[src/px_bus_pkg.sv]
package px_bus_pkg;

	// Strobe phase lengths in got cycles
	localparam int strob1_ticks = 2;	// strob1 at the start of every state
	localparam int strob2_ticks = 1;	// strob2 before the step
	localparam int alarm_ticks  = 64;	// Longest wait for a bus answer

	// Counter widths derived from the phase lengths
	localparam int phase_w = $clog2(strob1_ticks + strob2_ticks);	// Phase counter
	localparam int alarm_w = $clog2(alarm_ticks);	// Alarm counter

	// Fixed interrupt addresses
	localparam logic [15:0] stack_addr = 16'h0061;	// ic saved here in I1
	localparam logic [15:0] vec_base   = 16'h0040;	// Vector table base

	localparam int int_lvl_w = 4;	// Interrupt level width

	// Request toward the system bus
	typedef struct packed {
		logic        rd;	// Memory read
		logic        wr;	// Memory write
		logic        in;	// I/O input
		logic        ou;	// I/O output
		logic [15:0] addr;	// Address lines
		logic [15:0] data;	// Write data lines
	} px_bus_req_t;

	// Answer from the system bus, one cycle wide
	typedef struct packed {
		logic        ok;	// Accepted
		logic        en;	// No such memory or device
		logic        pe;	// Parity error on read data
		logic [15:0] data;	// Read data
	} px_bus_rsp_t;

endpackage

[src/px_state_pkg.sv]
package px_state_pkg;

	// Cycle states of the control unit
	typedef enum logic [4:0] {
		P0 = 5'd0,	// Idle, waits for a command or an interrupt
		WR = 5'd1,	// Memory read bus cycle
		WW = 5'd2,	// Memory write bus cycle
		WX = 5'd3,	// I/O input bus cycle
		WM = 5'd4,	// I/O output bus cycle
		WA = 5'd5,	// Halt wait
		I1 = 5'd6,	// Interrupt phase 1, push ic
		I2 = 5'd7,	// Interrupt phase 2, fetch vector
		I3 = 5'd8,	// Interrupt phase 3, load ic
		KC = 5'd9,	// End of cycle
		AW = 5'd10	// Fault stop, left only by clo_
	} px_state_t;

	// Command opcodes
	typedef enum logic [2:0] {
		op_rd  = 3'd0,	// Memory read
		op_wr  = 3'd1,	// Memory write
		op_in  = 3'd2,	// I/O input
		op_ou  = 3'd3,	// I/O output
		op_hlt = 3'd4	// Halt until interrupt
	} px_op_t;

	// One command from the host
	typedef struct packed {
		px_op_t      op;	// What to do
		logic [15:0] addr;	// Memory or device address
		logic [15:0] data;	// Write data for op_wr and op_ou
	} px_cmd_t;

endpackage
[src/px_top.sv]
`timescale 1ns/1ps

module px_top
	import px_state_pkg::*;
	import px_bus_pkg::*;
(
	input  logic                 got,
	input  logic                 clo_,
	input  logic                 start,
	input  px_cmd_t              cmd,	// Held by the host until done
	input  logic                 irq,
	input  logic [int_lvl_w-1:0] irq_lvl,
	input  px_bus_rsp_t          bus_rsp,
	output logic                 cmd_ready,
	output logic                 done,
	output logic [15:0]          rd_data,
	output logic [15:0]          ic,
	output logic                 int_ack,
	output logic                 halted,
	output logic                 awaria,
	output px_bus_req_t          bus_req
);

	px_state_t   state;	// Current cycle state
	logic        step;	// State advance
	logic        strob1;	// Request launch phase
	logic        alarm;	// Bus timeout
	logic        bus_busy;	// Waiting on the bus
	logic        bus_fault;	// Fault event
	logic        int_pend;	// Interrupt to serve
	logic [15:0] vec_addr;	// Vector word address

	px_sequencer u_seq (
		.got       (got),
		.clo_      (clo_),
		.start     (start),
		.cmd       (cmd),
		.step      (step),
		.int_pend  (int_pend),
		.bus_fault (bus_fault),
		.state     (state),
		.op        (),
		.cmd_ready (cmd_ready),
		.done      (done),
		.halted    (halted)
	);

	px_strobe_timer u_tim (
		.got      (got),
		.clo_     (clo_),
		.state    (state),
		.bus_busy (bus_busy),
		.strob1   (strob1),
		.strob2   (),
		.step     (step),
		.alarm    (alarm)
	);

	px_bus_ctrl u_bus (
		.got       (got),
		.clo_      (clo_),
		.state     (state),
		.strob1    (strob1),
		.alarm     (alarm),
		.addr      (cmd.addr),
		.wdata     (cmd.data),
		.ic        (ic),
		.vec_addr  (vec_addr),
		.bus_rsp   (bus_rsp),
		.bus_req   (bus_req),
		.bus_busy  (bus_busy),
		.rd_data   (rd_data),
		.bus_fault (bus_fault),
		.awaria    (awaria)
	);

	px_int_ctrl u_int (
		.got      (got),
		.clo_     (clo_),
		.irq      (irq),
		.irq_lvl  (irq_lvl),
		.state    (state),
		.step     (step),
		.rd_data  (rd_data),
		.int_pend (int_pend),
		.vec_addr (vec_addr),
		.ic       (ic),
		.int_ack  (int_ack)
	);

endmodule

[src/px_int_ctrl.sv]
`timescale 1ns/1ps

module px_int_ctrl
	import px_state_pkg::*;
	import px_bus_pkg::*;
(
	input  logic                 got,
	input  logic                 clo_,
	input  logic                 irq,	// Held until int_ack
	input  logic [int_lvl_w-1:0] irq_lvl,
	input  px_state_t            state,
	input  logic                 step,
	input  logic [15:0]          rd_data,	// Vector from I2
	output logic                 int_pend,
	output logic [15:0]          vec_addr,
	output logic [15:0]          ic,	// Instruction counter
	output logic                 int_ack
);

	logic                 pend_q;	// Interrupt registered
	logic [int_lvl_w-1:0] lvl_q;	// Level of the taken interrupt
	logic                 int_kc;	// KC after I3
	logic                 can_take;	// States that look at irq

	assign can_take = (state == P0) | (state == WA);
	assign int_pend = pend_q | (irq & can_take);	// Seen in the same cycle as irq
	assign int_ack  = step & (state == I3);
	assign vec_addr = vec_base + 16'(lvl_q);

	always_ff @(posedge got or negedge clo_) begin
		if (!clo_) begin
			pend_q <= 1'b0;
			lvl_q  <= '0;
		end else if (irq && can_take && !pend_q) begin
			pend_q <= 1'b1;
			lvl_q  <= irq_lvl;
		end else if (int_ack) begin
			pend_q <= 1'b0;	// Served
		end
	end

	always_ff @(posedge got or negedge clo_) begin
		if (!clo_) begin
			ic     <= 16'h0000;
			int_kc <= 1'b0;
		end else if (int_ack) begin
			ic     <= rd_data;	// Jump to vector
			int_kc <= 1'b1;
		end else if (step && state == KC) begin
			if (!int_kc) begin
				ic <= ic + 16'h0001;	// One per finished command
			end
			int_kc <= 1'b0;
		end
	end

endmodule

[src/px_bus_ctrl.sv]
`timescale 1ns/1ps

module px_bus_ctrl
	import px_state_pkg::*;
	import px_bus_pkg::*;
(
	input  logic        got,
	input  logic        clo_,
	input  px_state_t   state,
	input  logic        strob1,
	input  logic        alarm,
	input  logic [15:0] addr,	// Command address
	input  logic [15:0] wdata,	// Command write data
	input  logic [15:0] ic,	// Pushed in I1
	input  logic [15:0] vec_addr,	// Read in I2
	input  px_bus_rsp_t bus_rsp,
	output px_bus_req_t bus_req,
	output logic        bus_busy,
	output logic [15:0] rd_data,
	output logic        bus_fault,	// Fault event, one cycle
	output logic        awaria	// Sticky fault level
);

	px_bus_req_t req_nx;	// Request for the current state
	logic        is_bus;	// State runs a bus cycle
	logic        s1_q;	// strob1 one cycle back
	logic        s1_start;	// First cycle of a state
	logic        ans;	// Answer seen in this state
	logic        act;	// Request on the bus
	logic        answer;	// ok or en for our request
	logic        pe_fault;	// Bad parity on read

	always_comb begin
		req_nx = '0;
		is_bus = 1'b1;
		case (state)
			WR: begin
				req_nx.rd   = 1'b1;
				req_nx.addr = addr;
			end
			WW: begin
				req_nx.wr   = 1'b1;
				req_nx.addr = addr;
				req_nx.data = wdata;
			end
			WX: begin
				req_nx.in   = 1'b1;
				req_nx.addr = addr;
			end
			WM: begin
				req_nx.ou   = 1'b1;
				req_nx.addr = addr;
				req_nx.data = wdata;
			end
			I1: begin
				req_nx.wr   = 1'b1;	// Save ic on the stack word
				req_nx.addr = stack_addr;
				req_nx.data = ic;
			end
			I2: begin
				req_nx.rd   = 1'b1;	// Vector fetch
				req_nx.addr = vec_addr;
			end
			default: is_bus = 1'b0;
		endcase
	end

	assign s1_start  = strob1 & ~s1_q;	// strob1 rises once per state
	assign act       = |{bus_req.rd, bus_req.wr, bus_req.in, bus_req.ou};
	assign answer    = act & (bus_rsp.ok | bus_rsp.en);
	assign pe_fault  = act & bus_req.rd & bus_rsp.ok & bus_rsp.pe;
	assign bus_fault = alarm | pe_fault;
	assign bus_busy  = is_bus & ~awaria & (s1_start | ~ans);	// Stale ans ignored on entry

	always_ff @(posedge got or negedge clo_) begin
		if (!clo_) begin
			bus_req <= '0;
			s1_q    <= 1'b0;
			ans     <= 1'b0;
			awaria  <= 1'b0;
		end else begin
			s1_q <= strob1;
			if (s1_start) begin
				ans <= 1'b0;
			end
			if (s1_start && is_bus && !awaria) begin
				bus_req <= req_nx;	// Held until answer or alarm
			end else if (answer || alarm) begin
				bus_req <= '0;
				ans     <= 1'b1;
			end
			if (bus_fault) begin
				awaria <= 1'b1;	// Only clo_ clears it
			end
		end
	end

	// Read word, zero when nobody answers with data
	always_ff @(posedge got) begin
		if (answer && (bus_req.rd || bus_req.in)) begin
			rd_data <= bus_rsp.ok ? bus_rsp.data : 16'h0000;
		end
	end

endmodule

[src/px_strobe_timer.sv]
`timescale 1ns/1ps

module px_strobe_timer
	import px_state_pkg::*;
	import px_bus_pkg::*;
(
	input  logic      got,
	input  logic      clo_,
	input  px_state_t state,
	input  logic      bus_busy,	// Bus cycle not yet answered
	output logic      strob1,
	output logic      strob2,
	output logic      step,	// One-cycle state advance
	output logic      alarm	// Bus answer overdue
);

	logic [phase_w-1:0] cnt;	// Phase within the state
	logic [alarm_w-1:0] acnt;	// Cycles spent waiting on the bus
	logic               run;	// Timer active
	logic               hold;	// Parked before strob2

	assign run    = (state != AW);	// Stopped in fault stop
	assign hold   = bus_busy & (cnt == phase_w'(strob1_ticks));	// Waits for the answer
	assign strob1 = run & (cnt < phase_w'(strob1_ticks));
	assign strob2 = run & (cnt >= phase_w'(strob1_ticks)) & ~hold;
	assign step   = strob2 & (cnt == phase_w'(strob1_ticks + strob2_ticks - 1));	// Last strob2 tick
	assign alarm  = bus_busy & (acnt == alarm_w'(alarm_ticks - 1));

	// Restarts with every step so each state begins at phase zero
	always_ff @(posedge got or negedge clo_) begin
		if (!clo_) begin
			cnt <= '0;
		end else if (!run || step) begin
			cnt <= '0;
		end else if (!hold) begin
			cnt <= cnt + 1'b1;
		end
	end

	always_ff @(posedge got or negedge clo_) begin
		if (!clo_) begin
			acnt <= '0;
		end else if (!bus_busy) begin
			acnt <= '0;	// Cleared between bus cycles
		end else begin
			acnt <= acnt + 1'b1;
		end
	end

endmodule

[src/px_sequencer.sv]
`timescale 1ns/1ps

module px_sequencer
	import px_state_pkg::*;
(
	input  logic      got,
	input  logic      clo_,
	input  logic      start,	// Command strobe
	input  px_cmd_t   cmd,	// Command, opcode taken at start
	input  logic      step,	// State advance from the timer
	input  logic      int_pend,	// Interrupt waiting
	input  logic      bus_fault,	// Alarm or parity fault this cycle
	output px_state_t state,
	output px_op_t    op,	// Latched opcode
	output logic      cmd_ready,
	output logic      done,	// Command finished
	output logic      halted
);

	px_state_t state_nx;	// Next cycle state
	logic      cmd_pend;	// Accepted command waiting for its step
	logic      int_cyc;	// KC belongs to an interrupt
	logic      accept;	// Command taken this cycle

	// Bus state for an opcode
	function automatic px_state_t op_state(input px_op_t o);
		case (o)
			op_rd:   op_state = WR;
			op_wr:   op_state = WW;
			op_in:   op_state = WX;
			op_ou:   op_state = WM;
			default: op_state = WA;	// op_hlt
		endcase
	endfunction

	assign cmd_ready = (state == P0) & ~int_pend & ~cmd_pend;	// Interrupt wins over start
	assign accept    = start & cmd_ready;
	assign halted    = (state == WA);
	assign done      = step & (state == KC) & ~int_cyc;	// Leaving KC of a command

	always_comb begin
		state_nx = state;
		if (bus_fault) begin
			state_nx = AW;	// Fault overrides the step
		end else if (step) begin
			case (state)
				P0: begin
					if (int_pend) begin
						state_nx = I1;
					end else if (cmd_pend) begin
						state_nx = op_state(op);
					end
				end
				WA: begin
					if (int_pend) begin
						state_nx = I1;	// Only an interrupt ends the halt
					end
				end
				WR, WW, WX, WM: state_nx = KC;
				I1:      state_nx = I2;
				I2:      state_nx = I3;
				I3:      state_nx = KC;
				KC:      state_nx = P0;
				default: state_nx = state;	// AW holds
			endcase
		end
	end

	always_ff @(posedge got or negedge clo_) begin
		if (!clo_) begin
			state    <= P0;
			op       <= op_rd;
			cmd_pend <= 1'b0;
			int_cyc  <= 1'b0;
		end else begin
			state <= state_nx;
			if (accept) begin
				op       <= cmd.op;
				cmd_pend <= 1'b1;
			end else if (step && state == P0 && !int_pend) begin
				cmd_pend <= 1'b0;	// Command leaves P0
			end
			if (step && state == I3) begin
				int_cyc <= 1'b1;	// Next KC closes the interrupt
			end else if (step && state == KC) begin
				int_cyc <= 1'b0;
			end
		end
	end

endmodule

[config.mk]
export PLATFORM = sky130hd
export DESIGN_NAME = px_top
export DESIGN_NICKNAME = d
export VERILOG_FILES = /design/src/px_bus_pkg.sv /design/src/px_state_pkg.sv /design/src/px_top.sv /design/src/px_int_ctrl.sv /design/src/px_bus_ctrl.sv /design/src/px_strobe_timer.sv /design/src/px_sequencer.sv
export SDC_FILE = /design/constraint.sdc
export NUM_CORES = 1
export LEC_CHECK = 0
export BUFFER_PORTS_ARGS = -buffer_cell sky130_fd_sc_hd__buf_2
export CORE_MARGIN = 2
export CORE_UTILIZATION = 50
export DETAILED_ROUTE_END_ITERATION = 12
export PLACE_DENSITY = 0.82
export SLEW_MARGIN = 20
export SYNTH_ARGS = -nofsm -noshare
export SYNTH_HDL_FRONTEND = slang
export SYNTH_HIERARCHICAL = 1
export SYNTH_SLANG_ARGS = --single-unit
export TNS_END_PERCENT = 50
[constraint.sdc]
create_clock -name got -period 4.7 [get_ports got]
set_input_delay 0.94 -clock got [delete_from_list [all_inputs] [get_ports got]]
set_output_delay 0.94 -clock got [all_outputs]
set_load 0.005 [all_outputs]
Word-level counts from Yosys, hierarchy flattened
Cells that the tools add are included.

word-level totals
  bits in registers = 95
  bits of input ports = 62
  output and inout bits = 73
  logic and storage cells = 143

operators by class
  $add $sub $neg = 4
  $lt $le $gt $ge = 2
  eq/ne operators = 19
  mux-type cells = 32
  bitwise gates (word level) = 32
  reductions and logical operators = 34

operators with widths
  operator               count
  $mux 36                2
  $mux 16                3
  $pmux 16 s3            1
  $pmux 16 s2            1
  $pmux 5 s6             1
  $mux 5                 5
  $and 1x1->1            20
  $eq 5x3->1 const B     4
  $add 16x1->16 const B  1
  $mux 1                 15
  $pmux 3 s4             1
  $reduce_bool 2->1      6
  $eq 5x2->1 const B     2
  $eq 5x4->1 const B     2
  $logic_and 1x1->1      9
  $add 7x4->8 const A    1
  $reduce_or 4->1        2
  $not 1->1              7
  $reduce_bool 7->1      1
  $add 6x1->6 const B    1
  $eq 3x2->1 const B     2
  $eq 6x6->1 const B     1
  $mux 6                 1
  $reduce_or 2->1        3
  20 further kinds       31

Logic depth before layout (Yosys ltp)
  word-level depth = 13
  gate-level depth with buffers = 15
  mapped depth without buffers = 12

By module
The synthesis kept the hierarchy.

by module, submodules not included
  module           times used  cells an instance  area each (um^2)  sequential area each (um^2)
  px_bus_ctrl      1           252                2815.2            1456.4
  px_int_ctrl      1           142                1337.5            550.5
  px_sequencer     1           69                 661.9             225.2
  px_strobe_timer  1           41                 406.6             200.2

Worst setup path before layout
No wires, ideal clock.

  kind = flip-flop to output port
  from = register u_seq.state[1]
  to = output port int_ack
  arrival = 2734 ps
  data required time = 3760 ps
  setup slack = 1026 ps
  cell stages (with the launch flop) = 12
  path buffers = 4
  cells stage by stage = dfrtp_1 -> buf_2 -> buf_1 -> o21ai_0 -> a21oi_1 -> nand2b_1 -> nor2_1 -> nand4bb_4 -> or3_2 -> clkbuf_1 -> inv_1 -> buf_2

between the ends
  word-level cells in the longest chain between the ends = 10
  elaborated cells between the ends (all ways) = 21
  classes of those cells = eq/ne: 8; mux: 1; bitwise: 11; reduce/logical: 1

RTL lines
  item                                                             RTL line                              text
  from (decl)                                                      px_sequencer.sv:13                    output px_state_t state,
  from (signal assigned)                                           px_sequencer.sv:76                    state <= state_nx;
  $eq 5x1->1 (tied with other cells)                               px_bus_ctrl.sv:36                     case (state)
  $reduce_or 6->1 (no line) / $and 1x1->1 (equally long branches)  -
  $mux 1 / $and 1x1->1 (equally long branches)                     px_bus_ctrl.sv:36, px_bus_ctrl.sv:68
  $and 1x1->1 / $or 1x1->1 (equally long branches)                 px_bus_ctrl.sv:73                     assign bus_busy = is_bus & ~awaria & (s1_start | ~ans);
  $and 1x1->1 *                                                    px_bus_ctrl.sv:73
  net bus_busy                                                     px_top.sv:28                          logic bus_busy;
  $and 1x1->1 *                                                    px_strobe_timer.sv:23                 assign hold = bus_busy & (cnt == phase_w'(strob1_ticks));
  $not 1->1 *                                                      px_strobe_timer.sv:25                 assign strob2 = run & (cnt >= phase_w'(strob1_ticks)) & ~hold;
  $and 1x1->1 *                                                    px_strobe_timer.sv:25
  $and 1x1->1 *                                                    px_strobe_timer.sv:26                 assign step = strob2 & (cnt == phase_w'(strob1_ticks + strob2_ticks - 1));
  net step                                                         px_top.sv:25                          logic step;
  $and 1x1->1 *                                                    px_int_ctrl.sv:27                     assign int_ack = step & (state == I3);
  to (decl)                                                        px_top.sv:18                          output logic int_ack,

Mark *: on every way through the listed nets, which the timed path passes. The rest lies on a longest branch.

Worst setup path after layout
  from = register u_seq.state[2]
  to = output port int_ack

between the ends
  word-level cells in the longest chain between the ends = 10
  elaborated cells between the ends (all ways) = 21
  classes of those cells = eq/ne: 8; mux: 1; bitwise: 11; reduce/logical: 1

RTL lines
  item          RTL line               text
  $ne 5x4->1    px_strobe_timer.sv:22  assign run = (state != AW);
  $and 1x1->1   px_strobe_timer.sv:24  assign strob1 = run & (cnt < phase_w'(strob1_ticks));
  net strob1    px_top.sv:26           logic strob1;
  $and 1x1->1   px_bus_ctrl.sv:68      assign s1_start = strob1 & ~s1_q;
  $or 1x1->1    px_bus_ctrl.sv:73
  $and 1x1->1   px_bus_ctrl.sv:73
  net bus_busy  px_top.sv:28
  $and 1x1->1   px_strobe_timer.sv:23
  $not 1->1     px_strobe_timer.sv:25
  $and 1x1->1   px_strobe_timer.sv:25
  $and 1x1->1   px_strobe_timer.sv:26
  net step      px_top.sv:25
  $and 1x1->1   px_int_ctrl.sv:27

The timed path passes the listed nets, and every way through them passes these cells.

==> impl_results.md <==
* Clock skew at 0.00967 ns
* Vias after detailed routing at between 4000 and 5000
* Vias in the first global route at about 4400
* Crit path max fanout at 23
* Num CTS Buffers at 9
* Worst-path clk slew at ~0.09 ns
* PortBufs at between 100 and 150
* Initial antenna violation count at 0
* Highest-count cells in the layout ignoring fill and taps: buf_2 (133), dfrtp_1 (77), a22o_1 (33)
* Initial Utilization at 50.9%
* Met2 usage at 37.4%
* Met1 Use GR at 32.7%
* CTS Hold Bufs at 0
* Layout area overhead at 16.7%
* Required @ worst endpoint at around 3.8 ns
* Share of cells above drive strength 1 at 34.1%
* All-Layer GR Usage at between 20% and 30%
* Class of the most critical setup path: reg -> out
* TritonCTS clock tree: built
* Reg2reg end: u_int/ic[10]
* Total global routing overflow at 0
* Fin crit share at 93.4%
* Startpoint types: flip-flop
* GRT met3 Usage at 4.90%
* Die footprint at around 11000 um2
* Fillcell total at 869
* Wirelength, routed at 13.2 mm
* Post-Syn Area per Cell at 10.4 um2
* Commonest non-fill, non-tap cell in the layout: buf_2
* Worst hold path stage count at 1
* FF-to-FF Start: u_seq/state[0]
* Cts repair resizes at 0
* Setup-failing EPs final at 0
* Pleak at between 2 and 3 nW
* Clock tree sinks at 94
* FMAX at roughly 0.23 GHz
* Ys Warns at 6
* Die Ht at around 110 um
* Die Span X at 106 um
* HP Start: u_bus/bus_req[21]
* Crit path capture type: primary output
* Post-CTS Setup Bufs at 0
* Core Area at 10200 um2
* Drt pass-1 iters at 5
* Final std cells w/o fill at 757
* Clk_lat worst skew at 0.36 ns
* Run status: complete, no violations
* # H-tree levels at 3
* WHS Endpoint: u_bus/bus_req[21]
* Vias per std cell at slightly below 6
* Post-route ant nets at 0
* Worst rel slew slack at 34.5%
* Nets at around 680
* Storage element area at 2430 um2
* Tmin final at 4.39 ns
* Final Hold Viols at 0
* RSZ-0062 raised after global routing: false
* Busiest grt layer: met2
* Reg-to-reg slack, setup at roughly 1.3 ns
* First-pass GRT wire length at 21.4 mm
* Diodes inserted at 0
* Post-synthesis cell count at 502
* Routability congestion estimate at 0.884
* Worst hold slack at between 0.4 and 0.5 ns
* Multi-input gate area at 2520 um2
* Initial drt markers at 367
* CTS root buffer: clkbuf_8
* CP arrival at 3.45 ns
* Worst hold path type: reg -> reg
* I/O pin count at 135
* Mean routed wirelength per cell at around 17 um
* Rows at 37
* Setup TNS at 0 ns
* Placed instance count at between 700 and 800
* Maxcap violations at 0
* Slew Viols, Final at 0
* Mapped Area at about 5200 um2
* Largest net degree at the start of global routing at 79
* Max clock buf depth at 2
* Reg2Reg Depth at 12
* Actual slew at the worst max-slew pin at 0.982 ns
* Max IR drop VDD at 0.286 mV
* DP Wirelength at approximately 9.0 mm
* DRC Markers at 0
* Power Density at between 500 and 600 nW/um2
## area by class of cell
cell class                      instances  area share [%]
Inverter                                6           0.370
Clock buffer                           15            3.11
Clock inverter                          1           0.144
Tap cell                              136            2.80
Multi-Input combinational cell        363            41.5
Timing Repair Buffer                  142            12.1
Sequential cell                        94            40.0
## worst max-delay path, cell delays in order (launching register included)
cell,delay (ns)
dfrtp_2,0.43
nand4bb_1,0.18
nor2_1,0.23
nor2_1,0.14
nand2_1,0.10
a21oi_1,0.20
nand2b_1,0.22
nor2_1,0.23
nand4bb_4,0.18
or3_2,0.66
inv_1,0.32
buf_2,0.18
## state kept, by name, summed over array words and instances (netlist names)
signal and count:
u_bus/bus_req 36, u_tim/acnt 6, u_bus/ans 1, u_seq/cmd_pend 1
u_int/pend_q 1, u_int/int_kc 1, u_bus/s1_q 1, u_int/lvl_q 4
u_seq/state 4, u_bus/awaria 1, u_seq/int_cyc 1, u_bus/rd_data 16
u_seq/op 3, u_int/ic 16, u_tim/cnt 2
## per-stage QoR
stage | total power, mW | worst slack [ns] | utilization, % | instance area, um2
after floorplan | 2.35 | 1.05 | - | 5250
after global placement | 2.74 | 0.933 | 57.4 | 5880
after detailed placement | 2.80 | 0.829 | 57.5 | 5880
after CTS | 3.34 | 0.359 | 59.4 | 6080
after global routing | 3.59 | 0.0327 | 59.4 | 6080
final | 3.35 | 0.309 | 59.4 | 6080
## layer usage
layer | share of wire [%] | up-vias
li1 | - | 2096
met1 | 44 | 2155
met2 | 47 | 178
met3 | 6.0 | 33
met4 | 2.3 | 0
met5 | 0 | -
## report_power, final
| group | internal (mW) | switching, mW |
|---|---|---|
| clock | 0.260 | 0.282 |
| sequential | 1.08 | 0.243 |
| combinational | 0.677 | 0.812 |
## worst max-delay path by stage
stage / cells after the start / start / slack [ns] / to
global route: 11 / u_seq/state[0] / 0.03 / int_ack
finish: 11 / u_seq/state[2] / 0.31 / int_ack
CTS: 11 / u_seq/state[2] / 0.36 / int_ack
global placement: 11 / u_seq/state[0] / 0.93 / int_ack
detailed placement: 11 / u_seq/state[2] / 0.83 / int_ack
floorplan: 11 / u_seq/state[1] / 1.05 / int_ack
(Power assumes the default switching activity.)
